--- config.mk ---
export PLATFORM = sky130hd
export DESIGN_NAME = time_sync_top
export DESIGN_NICKNAME = d
export VERILOG_FILES = /design/src/time_sync_pkg.sv /design/src/time_sync_regs.sv /design/src/time_sync_core.sv /design/src/time_sender.sv /design/src/time_receiver.sv /design/src/time_sync_top.sv
export SDC_FILE = /design/constraint.sdc
export NUM_CORES = 1
export LEC_CHECK = 0
export ABC_CLOCK_PERIOD_IN_PS = 4700
export BUFFER_PORTS_ARGS = -buffer_cell sky130_fd_sc_hd__buf_2
export CAP_MARGIN = 20
export CORE_MARGIN = 3
export CORE_UTILIZATION = 30
export CTS_CLUSTER_DIAMETER = 120
export DETAILED_ROUTE_END_ITERATION = 8
export PLACE_DENSITY = 0.56
export SLEW_MARGIN = 0
export SYNTH_ARGS = -nofsm -noshare
export SYNTH_HDL_FRONTEND = slang
export SYNTH_SLANG_ARGS = --single-unit
--- constraint.sdc ---
create_clock -name sys_clk_i -period 4.7 [get_ports sys_clk_i]
set_input_delay 0.94 -clock sys_clk_i [delete_from_list [all_inputs] [get_ports sys_clk_i]]
set_output_delay 0.94 -clock sys_clk_i [all_outputs]
set_load 0.03 [all_outputs]
--- src/time_sync_pkg.sv ---
package time_sync_pkg;

   // control word layout, bit 0 is tick_source.
   typedef struct packed {
      logic [26:0] reserved;
      logic        sync_every_pps;   // zero the counter on every pps edge.
      logic        pps_edge;         // 1 picks the rising-edge pps input.
      logic        external_sync;    // load time from the serial link.
      logic        tick_int_enable;
      logic        tick_source;      // 1 ticks on pps, 0 on the interval.
   } ts_ctrl_t;

   // the same write data is read as a plain value or as the control word.
   typedef union packed {
      logic [31:0] raw;
      ts_ctrl_t    ctrl;
   } ts_wr_word_u;

   // configuration handed from the register block to the core.
   typedef struct packed {
      ts_ctrl_t    ctrl;
      logic [31:0] tick_interval;
      logic [31:0] delta_time;
      logic        arm_sync;         // one-cycle pulse.
   } ts_cfg_t;

   // time word recovered from the serial link.
   typedef struct packed {
      logic        valid;
      logic [31:0] time_word;
   } ts_frame_t;

   // register map, word addresses.
   localparam logic [2:0] REG_CTRL     = 3'd0;
   localparam logic [2:0] REG_INTERVAL = 3'd1;
   localparam logic [2:0] REG_DELTA    = 3'd2;
   localparam logic [2:0] REG_ARM      = 3'd3;

   // serial frame.
   localparam int FRAME_BITS   = 32;
   localparam int LINK_LATENCY = 35;  // send to load, in cycles.

endpackage

--- src/time_sync_regs.sv ---
`timescale 1ns/10ps

module time_sync_regs
#(
   parameter logic [31:0] DEFAULT_INTERVAL = 32'd99999
)
(
   input  logic                    sys_clk_i,
   input  logic                    rst_i,
   input  logic                    cyc_i,
   input  logic                    stb_i,
   input  logic                    we_i,
   input  logic [2:0]              adr_i,
   input  logic [31:0]             dat_i,
   output logic [31:0]             dat_o,
   output logic                    ack_o,
   input  logic [31:0]             tick_time_i,
   output time_sync_pkg::ts_cfg_t  cfg_o
);

   time_sync_pkg::ts_wr_word_u wr_word;
   time_sync_pkg::ts_ctrl_t    ctrl_q;
   logic [31:0]                interval_q;
   logic [31:0]                delta_q;
   logic                       arm_q;
   logic                       wr_en;

   // classic cycle, no wait states.
   assign ack_o   = cyc_i & stb_i;
   assign wr_en   = cyc_i & stb_i & we_i;
   assign wr_word = dat_i;

   always_ff @(posedge sys_clk_i)
   begin
      if (rst_i)
      begin
         ctrl_q     <= '0;
         interval_q <= DEFAULT_INTERVAL;
         delta_q    <= '0;
         arm_q      <= 1'b0;
      end
      else
      begin
         arm_q <= 1'b0;  // pulse lasts one cycle.
         if (wr_en)
         begin
            case (adr_i)
               time_sync_pkg::REG_CTRL:     ctrl_q     <= wr_word.ctrl;
               time_sync_pkg::REG_INTERVAL: interval_q <= wr_word.raw;
               time_sync_pkg::REG_DELTA:    delta_q    <= wr_word.raw;
               time_sync_pkg::REG_ARM:      arm_q      <= 1'b1;  // data is ignored.
               default:
               begin
               end
            endcase
         end
      end
   end

   assign cfg_o.ctrl          = ctrl_q;
   assign cfg_o.tick_interval = interval_q;
   assign cfg_o.delta_time    = delta_q;
   assign cfg_o.arm_sync      = arm_q;

   // only the time captured at the last tick can be read.
   assign dat_o = tick_time_i;

endmodule

--- src/time_sync_core.sv ---
`timescale 1ns/10ps

module time_sync_core
#(
   parameter int EPOCH_BITS = 28
)
(
   input  logic                      sys_clk_i,
   input  logic                      rst_i,
   input  time_sync_pkg::ts_cfg_t    cfg_i,
   input  time_sync_pkg::ts_frame_t  rx_frame_i,
   input  logic                      pps_pos_i,
   input  logic                      pps_neg_i,
   output logic [31:0]               master_time_o,
   output logic                      send_sync_o,
   output logic [31:0]               tick_time_o,
   output logic                      int_o,
   output logic                      epoch_o,
   output logic                      pps_o
);

   logic        pps_sel;
   logic        pps_d1;
   logic        pps_d2;
   logic        pps_ext;
   logic        sync_armed;
   logic        clear_on_pps;
   logic        load_rx;
   logic [31:0] interval_cnt;
   logic        tick_free_run;
   logic        internal_tick;

   // pick the pps polarity, then two flops before the edge detect.
   assign pps_sel = cfg_i.ctrl.pps_edge ? pps_pos_i : pps_neg_i;

   always_ff @(posedge sys_clk_i)
   begin
      if (rst_i)
      begin
         pps_d1 <= 1'b0;
         pps_d2 <= 1'b0;
      end
      else
      begin
         pps_d1 <= pps_sel;
         pps_d2 <= pps_d1;
      end
   end

   assign pps_ext = pps_d1 & ~pps_d2;

   // armed by a write to the arm register, spent by the next pps edge.
   always_ff @(posedge sys_clk_i)
   begin
      if (rst_i)
         sync_armed <= 1'b0;
      else if (pps_ext)
         sync_armed <= 1'b0;
      else if (cfg_i.arm_sync)
         sync_armed <= 1'b1;
   end

   assign load_rx      = cfg_i.ctrl.external_sync & rx_frame_i.valid;
   assign clear_on_pps = pps_ext & (sync_armed | cfg_i.ctrl.sync_every_pps);

   // master time, a received frame wins over a pps clear.
   always_ff @(posedge sys_clk_i)
   begin
      if (rst_i)
         master_time_o <= '0;
      else if (load_rx)
         master_time_o <= rx_frame_i.time_word + cfg_i.delta_time;
      else if (clear_on_pps)
         master_time_o <= '0;
      else
         master_time_o <= master_time_o + 32'd1;
   end

   // free-running interval, one tick every tick_interval+1 cycles.
   always_ff @(posedge sys_clk_i)
   begin
      if (rst_i || tick_free_run)
         interval_cnt <= '0;
      else
         interval_cnt <= interval_cnt + 32'd1;
   end

   assign tick_free_run = (interval_cnt >= cfg_i.tick_interval);

   always_ff @(posedge sys_clk_i)
   begin
      if (rst_i)
      begin
         internal_tick <= 1'b0;
         int_o         <= 1'b0;
         pps_o         <= 1'b0;
         epoch_o       <= 1'b0;
      end
      else
      begin
         internal_tick <= cfg_i.ctrl.tick_source ? pps_ext : tick_free_run;
         int_o         <= cfg_i.ctrl.tick_int_enable & internal_tick;
         pps_o         <= pps_ext;
         epoch_o       <= (master_time_o[EPOCH_BITS-1:0] == '0);
      end
   end

   // time seen in the tick cycle, read back over the bus.
   always_ff @(posedge sys_clk_i)
   begin
      if (internal_tick)
         tick_time_o <= master_time_o;
   end

   assign send_sync_o = internal_tick;  // the tick also starts a frame.

endmodule

--- src/time_sender.sv ---
`timescale 1ns/10ps

module time_sender
(
   input  logic        sys_clk_i,
   input  logic        rst_i,
   input  logic [31:0] master_time_i,
   input  logic        send_sync_i,
   output logic        exp_pps_o
);

   localparam int CNT_W = $clog2(time_sync_pkg::FRAME_BITS + 1);

   logic [time_sync_pkg::FRAME_BITS-1:0] shift_q;
   logic [CNT_W-1:0]                     bit_cnt;
   logic                                 busy;

   // start bit, then FRAME_BITS data bits msb first; line idles high.
   always_ff @(posedge sys_clk_i)
   begin
      if (rst_i)
      begin
         exp_pps_o <= 1'b1;
         busy      <= 1'b0;
         bit_cnt   <= '0;
      end
      else if (!busy)
      begin
         if (send_sync_i)
         begin
            exp_pps_o <= 1'b0;  // start bit.
            busy      <= 1'b1;
            bit_cnt   <= '0;
         end
      end
      else if (bit_cnt == CNT_W'(time_sync_pkg::FRAME_BITS))
      begin
         exp_pps_o <= 1'b1;  // back to idle.
         busy      <= 1'b0;
      end
      else
      begin
         exp_pps_o <= shift_q[time_sync_pkg::FRAME_BITS-1];
         bit_cnt   <= bit_cnt + 1'b1;
      end
   end

   // payload shift register.
   always_ff @(posedge sys_clk_i)
   begin
      if (!busy && send_sync_i)
         shift_q <= master_time_i;  // latch the time on the tick.
      else if (busy)
         shift_q <= {shift_q[time_sync_pkg::FRAME_BITS-2:0], 1'b0};
   end

endmodule

--- src/time_receiver.sv ---
`timescale 1ns/10ps

module time_receiver
(
   input  logic                      sys_clk_i,
   input  logic                      rst_i,
   input  logic                      exp_pps_i,
   output time_sync_pkg::ts_frame_t  rx_frame_o
);

   localparam int CNT_W = $clog2(time_sync_pkg::FRAME_BITS);

   logic [time_sync_pkg::FRAME_BITS-1:0] shift_q;
   logic [CNT_W-1:0]                     bit_cnt;
   logic                                 busy;
   logic                                 last_bit;
   logic                                 frame_valid;
   logic [31:0]                          frame_word;

   assign last_bit = busy && (bit_cnt == CNT_W'(time_sync_pkg::FRAME_BITS - 1));

   // idle until a low start bit, then count the data bits.
   always_ff @(posedge sys_clk_i)
   begin
      if (rst_i)
      begin
         busy        <= 1'b0;
         bit_cnt     <= '0;
         frame_valid <= 1'b0;
      end
      else
      begin
         frame_valid <= last_bit;  // one-cycle strobe.
         if (!busy)
         begin
            if (!exp_pps_i)
            begin
               busy    <= 1'b1;
               bit_cnt <= '0;
            end
         end
         else
         begin
            bit_cnt <= bit_cnt + 1'b1;
            if (last_bit)
               busy <= 1'b0;
         end
      end
   end

   // data bits arrive msb first.
   always_ff @(posedge sys_clk_i)
   begin
      if (busy)
         shift_q <= {shift_q[time_sync_pkg::FRAME_BITS-2:0], exp_pps_i};
      if (last_bit)
         frame_word <= {shift_q[time_sync_pkg::FRAME_BITS-2:0], exp_pps_i};
   end

   assign rx_frame_o.valid     = frame_valid;
   assign rx_frame_o.time_word = frame_word;

endmodule

--- src/time_sync_top.sv ---
`timescale 1ns/10ps

module time_sync_top
#(
   parameter logic [31:0] DEFAULT_INTERVAL = 32'd99999,
   parameter int          EPOCH_BITS       = 28
)
(
   input  logic        sys_clk_i,
   input  logic        rst_i,
   input  logic        cyc_i,
   input  logic        stb_i,
   input  logic        we_i,
   input  logic [2:0]  adr_i,
   input  logic [31:0] dat_i,
   output logic [31:0] dat_o,
   output logic        ack_o,
   input  logic        pps_pos_i,
   input  logic        pps_neg_i,
   input  logic        exp_pps_i,
   output logic        exp_pps_o,
   output logic [31:0] master_time_o,
   output logic        int_o,
   output logic        epoch_o,
   output logic        pps_o
);

   time_sync_pkg::ts_cfg_t   cfg;
   time_sync_pkg::ts_frame_t rx_frame;
   logic [31:0]              tick_time;
   logic                     send_sync;

   time_sync_regs #(
      .DEFAULT_INTERVAL (DEFAULT_INTERVAL)
   ) regs_i (
      .sys_clk_i   (sys_clk_i),
      .rst_i       (rst_i),
      .cyc_i       (cyc_i),
      .stb_i       (stb_i),
      .we_i        (we_i),
      .adr_i       (adr_i),
      .dat_i       (dat_i),
      .dat_o       (dat_o),
      .ack_o       (ack_o),
      .tick_time_i (tick_time),
      .cfg_o       (cfg)
   );

   time_sync_core #(
      .EPOCH_BITS (EPOCH_BITS)
   ) core_i (
      .sys_clk_i     (sys_clk_i),
      .rst_i         (rst_i),
      .cfg_i         (cfg),
      .rx_frame_i    (rx_frame),
      .pps_pos_i     (pps_pos_i),
      .pps_neg_i     (pps_neg_i),
      .master_time_o (master_time_o),
      .send_sync_o   (send_sync),
      .tick_time_o   (tick_time),
      .int_o         (int_o),
      .epoch_o       (epoch_o),
      .pps_o         (pps_o)
   );

   time_sender sender_i (
      .sys_clk_i     (sys_clk_i),
      .rst_i         (rst_i),
      .master_time_i (master_time_o),
      .send_sync_i   (send_sync),
      .exp_pps_o     (exp_pps_o)
   );

   time_receiver receiver_i (
      .sys_clk_i  (sys_clk_i),
      .rst_i      (rst_i),
      .exp_pps_i  (exp_pps_i),
      .rx_frame_o (rx_frame)
   );

endmodule

== After elaboration in Yosys (flattened, before gate mapping) ==
Index checks and enable logic that the tools add are counted.
Storage, ports and cells
  word-level logic and storage cells: 84
  output and inout bits: 69
  register bits after elaboration: 283
  bits of input ports: 43
Operators by class
  equal/unequal tests: 7
  bitwise operators: 9
  multiplexer cells: 21
  add/sub/neg operators: 5
  magnitude comparators: 1
  reductions and logical operators: 14
Operator list (count)
  $mux W32: 4
  $add A32 B1 Y32 const B: 2
  $add A32 B32 Y32: 1
  $ge A32 B32 Y1: 1
  $logic_not A28 Y1: 1
  $mux W6: 3
  $mux W1: 12
  $mux W5: 2
  $reduce_and A2 Y1: 4
  $add A6 B1 Y6 const B: 1
  $and A1 B1 Y1: 6
  $eq A3 B2 Y1 const B: 2
  $eq A6 B6 Y1 const B: 1
  $add A5 B1 Y5 const B: 1
  $eq A5 B5 Y1 const B: 1
  $reduce_bool A2 Y1: 2
  $reduce_or A2 Y1: 2
  $eq A3 B1 Y1 const B: 1
  $logic_not A3 Y1: 1
  $logic_and A1 B1 Y1: 2
  $ne A2 B1 Y1 const B: 1
  $ne A2 B2 Y1 const B: 1
  $not A1 Y1: 2
  $logic_not A1 Y1: 1
  other kinds (2): 2

== Depth between registers and ports, before layout ==
  depth after elaboration: 5
  depth in mapped cells: 12
  gate-level depth less buffers: 11

== Modules after synthesis ==
Synthesis repeated with hierarchy kept, for this count alone.
Unflattened totals
  cells, all modules: 1325
  area, all modules: 14684.1 um^2
By module, submodules not included
  time_sync_core: cells an instance 711, area each 6483.7 um^2, instances 1
  time_sync_regs: cells an instance 401, area each 4214.0 um^2, instances 1
  time_receiver: cells an instance 96, area each 2209.6 um^2, instances 1
  time_sender: cells an instance 117, area each 1776.7 um^2, instances 1

== Worst setup path after synthesis ==
No wires, ideal clock.
  path kind: register to register
  from: register receiver_i.frame_word[0]
  to: register core_i.master_time_o[24]
  slack: 2.089 ns
  data required time: 4.566 ns
  period minus slack after synthesis: 2.611 ns
  arrival time: 2.478 ns
  cell stages (with the launch flop): 12
  library setup time: 0.134 ns
  cell sequence: edfxtp_1 -> ha_1 -> fa_1 -> a211oi_1 -> o21ai_0 -> a21oi_1 -> o21ai_1 -> a221oi_2 -> o21ai_1 -> a21oi_1 -> xor2_1 -> o22ai_1
On the way
  word-level cells in the longest chain between the ends: 2
RTL lines
  start, declared: RTL line time_receiver.sv:18  | logic [31:0] frame_word;
  start signal, assigned: RTL line time_receiver.sv:57  | frame_word <= {shift_q[time_sync_pkg::FRAME_BITS-2:0], exp_pps_i};
  $add A32 B32 Y32: RTL line time_sync_core.sv:72  | master_time_o <= rx_frame_i.time_word + cfg_i.delta_time;
  $mux W32: RTL line time_sync_core.sv:71  | else if (load_rx)
  end signal, assigned: RTL line time_sync_core.sv:72
  end signal, assigned: RTL line time_sync_core.sv:76  | master_time_o <= master_time_o + 32'd1;
  end, declared: RTL line time_sync_core.sv:14  | output logic [31:0] master_time_o,
No other way between the ends.
A chain may end at the register's enable or synchronous reset.

== Worst setup path in the final report ==
Same ends and word-level chain as after synthesis.

==> results.sh <==
export IMPL_first_global_vias=8921
export IMPL_path_cells="ha_1 -> fa_1 -> a211oi_1 -> o21ai_0 -> a21oi_1 -> o21ai_1 -> a221oi_2 -> o21ai_1 -> a21oi_1 -> xor2_1 -> o22ai_1"
export IMPL_hp_class="reg -> reg"
export IMPL_crit_path_max_incr_delay_ps=440
export IMPL_wl_met1_mm=14.6
export IMPL_post_cts_setup_buffers=0
export IMPL_critPathTopFamily="compound AO/OA/AOI/OAI gates"
export IMPL_seqPwrFrac_pct=52.0
export IMPL_ys_ff_latch=283
export IMPL_hold_worst_slack_ps=425
export IMPL_clk_pin_slew_worst_paths_ps=60
export IMPL_start_util_pct=30.5
export IMPL_max_clock_path_buffers=3
export IMPL_die_area_sq_mm=0.0453
export IMPL_critical_path_class="reg -> reg"
export IMPL_post_synth_top_area_cell="edfxtp_1"
export IMPL_synthSimpleGateAreaFrac_pct=17.6
export IMPL_ir_drop_v=0.000150
export IMPL_globalRouteOverflowTotal=0
export IMPL_gp_congestion=0.815
export IMPL_antennaDiodeCount=0
export IMPL_ant_nets=0
export IMPL_cp_max_fo=4
export IMPL_yosysWarnings=0
export IMPL_vias=9234
export IMPL_synth_compound_area_share_pct=12.1
export IMPL_synth_cell_types=60
export IMPL_synth_fp_nets=1401
export IMPL_setup_tns_ps=0
export IMPL_power_share_combinational_pct=2.7
export IMPL_wl_met3_mm=1.21
export IMPL_drt_first_iter_violations=496
export IMPL_drt_pass1_iterations=4
export IMPL_critical_path_required_ps=5120
export IMPL_synth_edf_count=127
export IMPL_io_buffers=111
export IMPL_cp_arrival_ps=3460
export IMPL_synthXorXnorAreaFrac_pct=5.93
export IMPL_drive_gt1_share_pct=13.0
export IMPL_clkPwrFrac_pct=45.2
export IMPL_rows=75
export IMPL_cts_buffers_inserted=30
export IMPL_p_switching_mw=1.08
export IMPL_via_per_inst=4.72
export IMPL_synth_top_cells_by_count="244 x nand2_1, 156 x dfxtp_1, 127 x edfxtp_1, 106 x nor2_1, 102 x a21oi_1"
export IMPL_cts_hold_buf=0
export IMPL_cts_tree="yes"
export IMPL_ys_seq_area_share_pct=54.0
export IMPL_route_met2_wl_mm=12.6
export IMPL_synth_top_family_by_area="simple AND/OR/NAND/NOR gates"
export IMPL_timing_final_hold_violations=0
export IMPL_p_sw_share_pct=21.5
export IMPL_relSlewSlack_pct=35.4
export IMPL_worstSkewPairLatency_ps=560
export IMPL_dp_hpwl_mm=20.8
export IMPL_regArea_sq_mm=0.00694
export IMPL_topRoutingLayerUsed="met4"
export IMPL_grt_usage_pct=12.6
export IMPL_wl_per_cell_um=14.7
export IMPL_area_growth_pct=16.7
export IMPL_coreArea_sq_mm=0.0421
export IMPL_finClkSkew_ps=26.3
export IMPL_numClockSinks=283
export IMPL_synthAdderAreaFrac_pct=6.97
export IMPL_crit_path_top_delay_cell="fa_1"
export IMPL_fmax_mhz=329
export IMPL_postSynthAreaPerCell_sq_um=9.98
export IMPL_synth_ff_type="dfxtp_1"
export IMPL_layout_nets=1508
export IMPL_synthArstFlopShare_pct=0
export IMPL_io_pins=112
export IMPL_rsz0062_at_grt="no"
export IMPL_finalSetupViolCount=0
export IMPL_antenna_found_initial=0
export IMPL_synth_top_area_share_pct=29.7
export IMPL_tightest_slew_ps=968
export IMPL_synth_most_common_cell="nand2_1"
export IMPL_post_route_period_util_pct=64.6
export IMPL_end_kind="flip-flop"
export IMPL_p_int_mw=3.94
export IMPL_dieWidth_um=213
export IMPL_htree_levels=1
export IMPL_grt_max_degree=68
export IMPL_p_per_area_mw_per_mm2=335
export IMPL_cp_start_kind="flip-flop"
export IMPL_max_cap_viol_count=0
export IMPL_status="completed"
export IMPL_fillers=4229
export IMPL_path_buf_inv=0
export IMPL_power_leakage_nw=5.96
export IMPL_drcViolationCount=0
export IMPL_multi_input_area_sq_mm=0.00556
export IMPL_slew_violations=0
export IMPL_synth_area_sq_mm=0.0128
export IMPL_muxShareOfSynthArea_pct=0.633
export IMPL_grt_pass1_wl_mm=47.2
export IMPL_cts_resized=0
export IMPL_clockRootBuffer="clkbuf_16"
export IMPL_die_h_um=213
export IMPL_period_minus_slack_ps=3040
export IMPL_finalWirelength_mm=28.8
export IMPL_synthCells=1287
export IMPL_yosys_top_cells_area="edfxtp_1 30%, dfxtp_1 24%, nand2_1 7.1%, ha_1 6.8%, a21oi_1 4.0%"
[flip-flops by register name (all words and copies together) (netlist names), 5 cells and up]
register	cells
sender_i.bit_cnt	6
receiver_i.bit_cnt	5
receiver_i.shift_q	31
regs_i.delta_q	32
core_i.interval_cnt	32
regs_i.interval_q	32
core_i.tick_time_o	32
core_i.master_time_o	32
sender_i.shift_q	32
receiver_i.frame_word	32
regs_i.cfg_o	5
[power groups by stage]
stage / combinational (mW) / sequential (mW) / clock [mW]
3_5_place_dp: 0.137 / 2.67 / 0
6_report: 0.137 / 2.61 / 2.27
3_3_place_gp: 0.135 / 2.66 / 0
2_1_floorplan: 0.0676 / 2.67 / 0
4_1_cts: 0.137 / 2.61 / 2.35
5_1_grt: 0.154 / 2.61 / 2.44
[path summary, 6_finish.rpt]
path | slack [ps] | to | start | depth (start not counted)
worst max-delay path | 1660 | core_i.master_time_o[24]$_SDFF_PP0_ | receiver_i.frame_word[0]$_DFFE_PP_ | 11
worst min-delay path | 420 | core_i.pps_o$_SDFF_PP0_ | core_i.pps_d2$_SDFF_PP0_ | 1
worst max register to register | 1660 | core_i.master_time_o[24]$_SDFF_PP0_ | receiver_i.frame_word[0]$_DFFE_PP_ | 11
worst min register to register | 420 | core_i.pps_o$_SDFF_PP0_ | core_i.pps_d2$_SDFF_PP0_ | 1
[per-stage QoR]
step | cell area (sq um) | setup slack [ps] | cells | util, % | power [mW]
6_report | 15000 | 1660 | 1957 | 35.6 | 5.02
5_1_grt | 15000 | 1360 | 1957 | 35.6 | 5.21
4_1_cts | 14900 | 1660 | 1954 | 35.4 | 5.10
3_5_place_dp | 14000 | 1680 | 1898 | 33.2 | 2.80
3_3_place_gp | 14000 | 1740 | 1898 | 33.2 | 2.80
2_1_floorplan | 12800 | 2090 | 1287 | - | 2.74
[kinds of logic (layout without fill, tap and decap cells)]
| group | Yosys count | after routing |
|---|---|---|
| adder cells (fa/ha/maj) | 71 | 71 |
| flip-flops | 283 | 283 |
| multiplexers | 8 | 8 |
| AND/OR/NAND/NOR | 501 | 501 |
| buffers and inverters | 93 | 224 |
| XOR/XNOR | 87 | 87 |
| AO/OA/AOI/OAI | 244 | 244 |
[area by class of cell]
class                   instances  share of cell area (%)
well taps                     539                    4.50
multi-input cells             911                    37.1
flip-flops and latches        283                    46.3
inverters                      44                    1.10
repair buffers                124                    4.69
clock inverters                19                    1.08
clock buffers                  37                    5.25
[layer usage]
metal,track usage (%),vias up
met3,1.88,32
li1,-,4739
met1,18.6,4288
met2,19.8,175
met5,0,-
met4,2.57,0
[worst reg2reg max path, delay by kind of cell (launching register included)]
| family | cells | cell delay, ps |
|---|---|---|
| AO/OA/AOI/OAI | 8 | 1700 |
| XOR/XNOR | 1 | 160 |
| adder cells (fa/ha/maj) | 2 | 670 |
| flip-flops | 1 | 380 |
[cells in the final DEF (no fill, tap or decap), drive strengths merged, types with 7 or more instances in the layout]
| cell | count |
|---|---|
| o22ai | 22 |
| inv | 45 |
| xor2 | 52 |
| a211o | 11 |
| edfxtp | 127 |
| mux2i | 7 |
| nand3 | 38 |
| nand2b | 8 |
| nor2 | 107 |
| nor2b | 15 |
| nor4 | 7 |
| a21oi | 102 |
| clkbuf | 37 |
| xnor2 | 35 |
| nor3 | 8 |
| clkinv | 16 |
| a211oi | 8 |
| buf | 124 |
| ha | 70 |
| and2 | 9 |
| dfxtp | 156 |
| a22oi | 11 |
| o21ai | 26 |
| nand4 | 18 |
| and4 | 11 |
| a21o | 32 |
| nand2 | 244 |
| and3 | 19 |
Note: power is estimated with default switching activity, not from simulation.
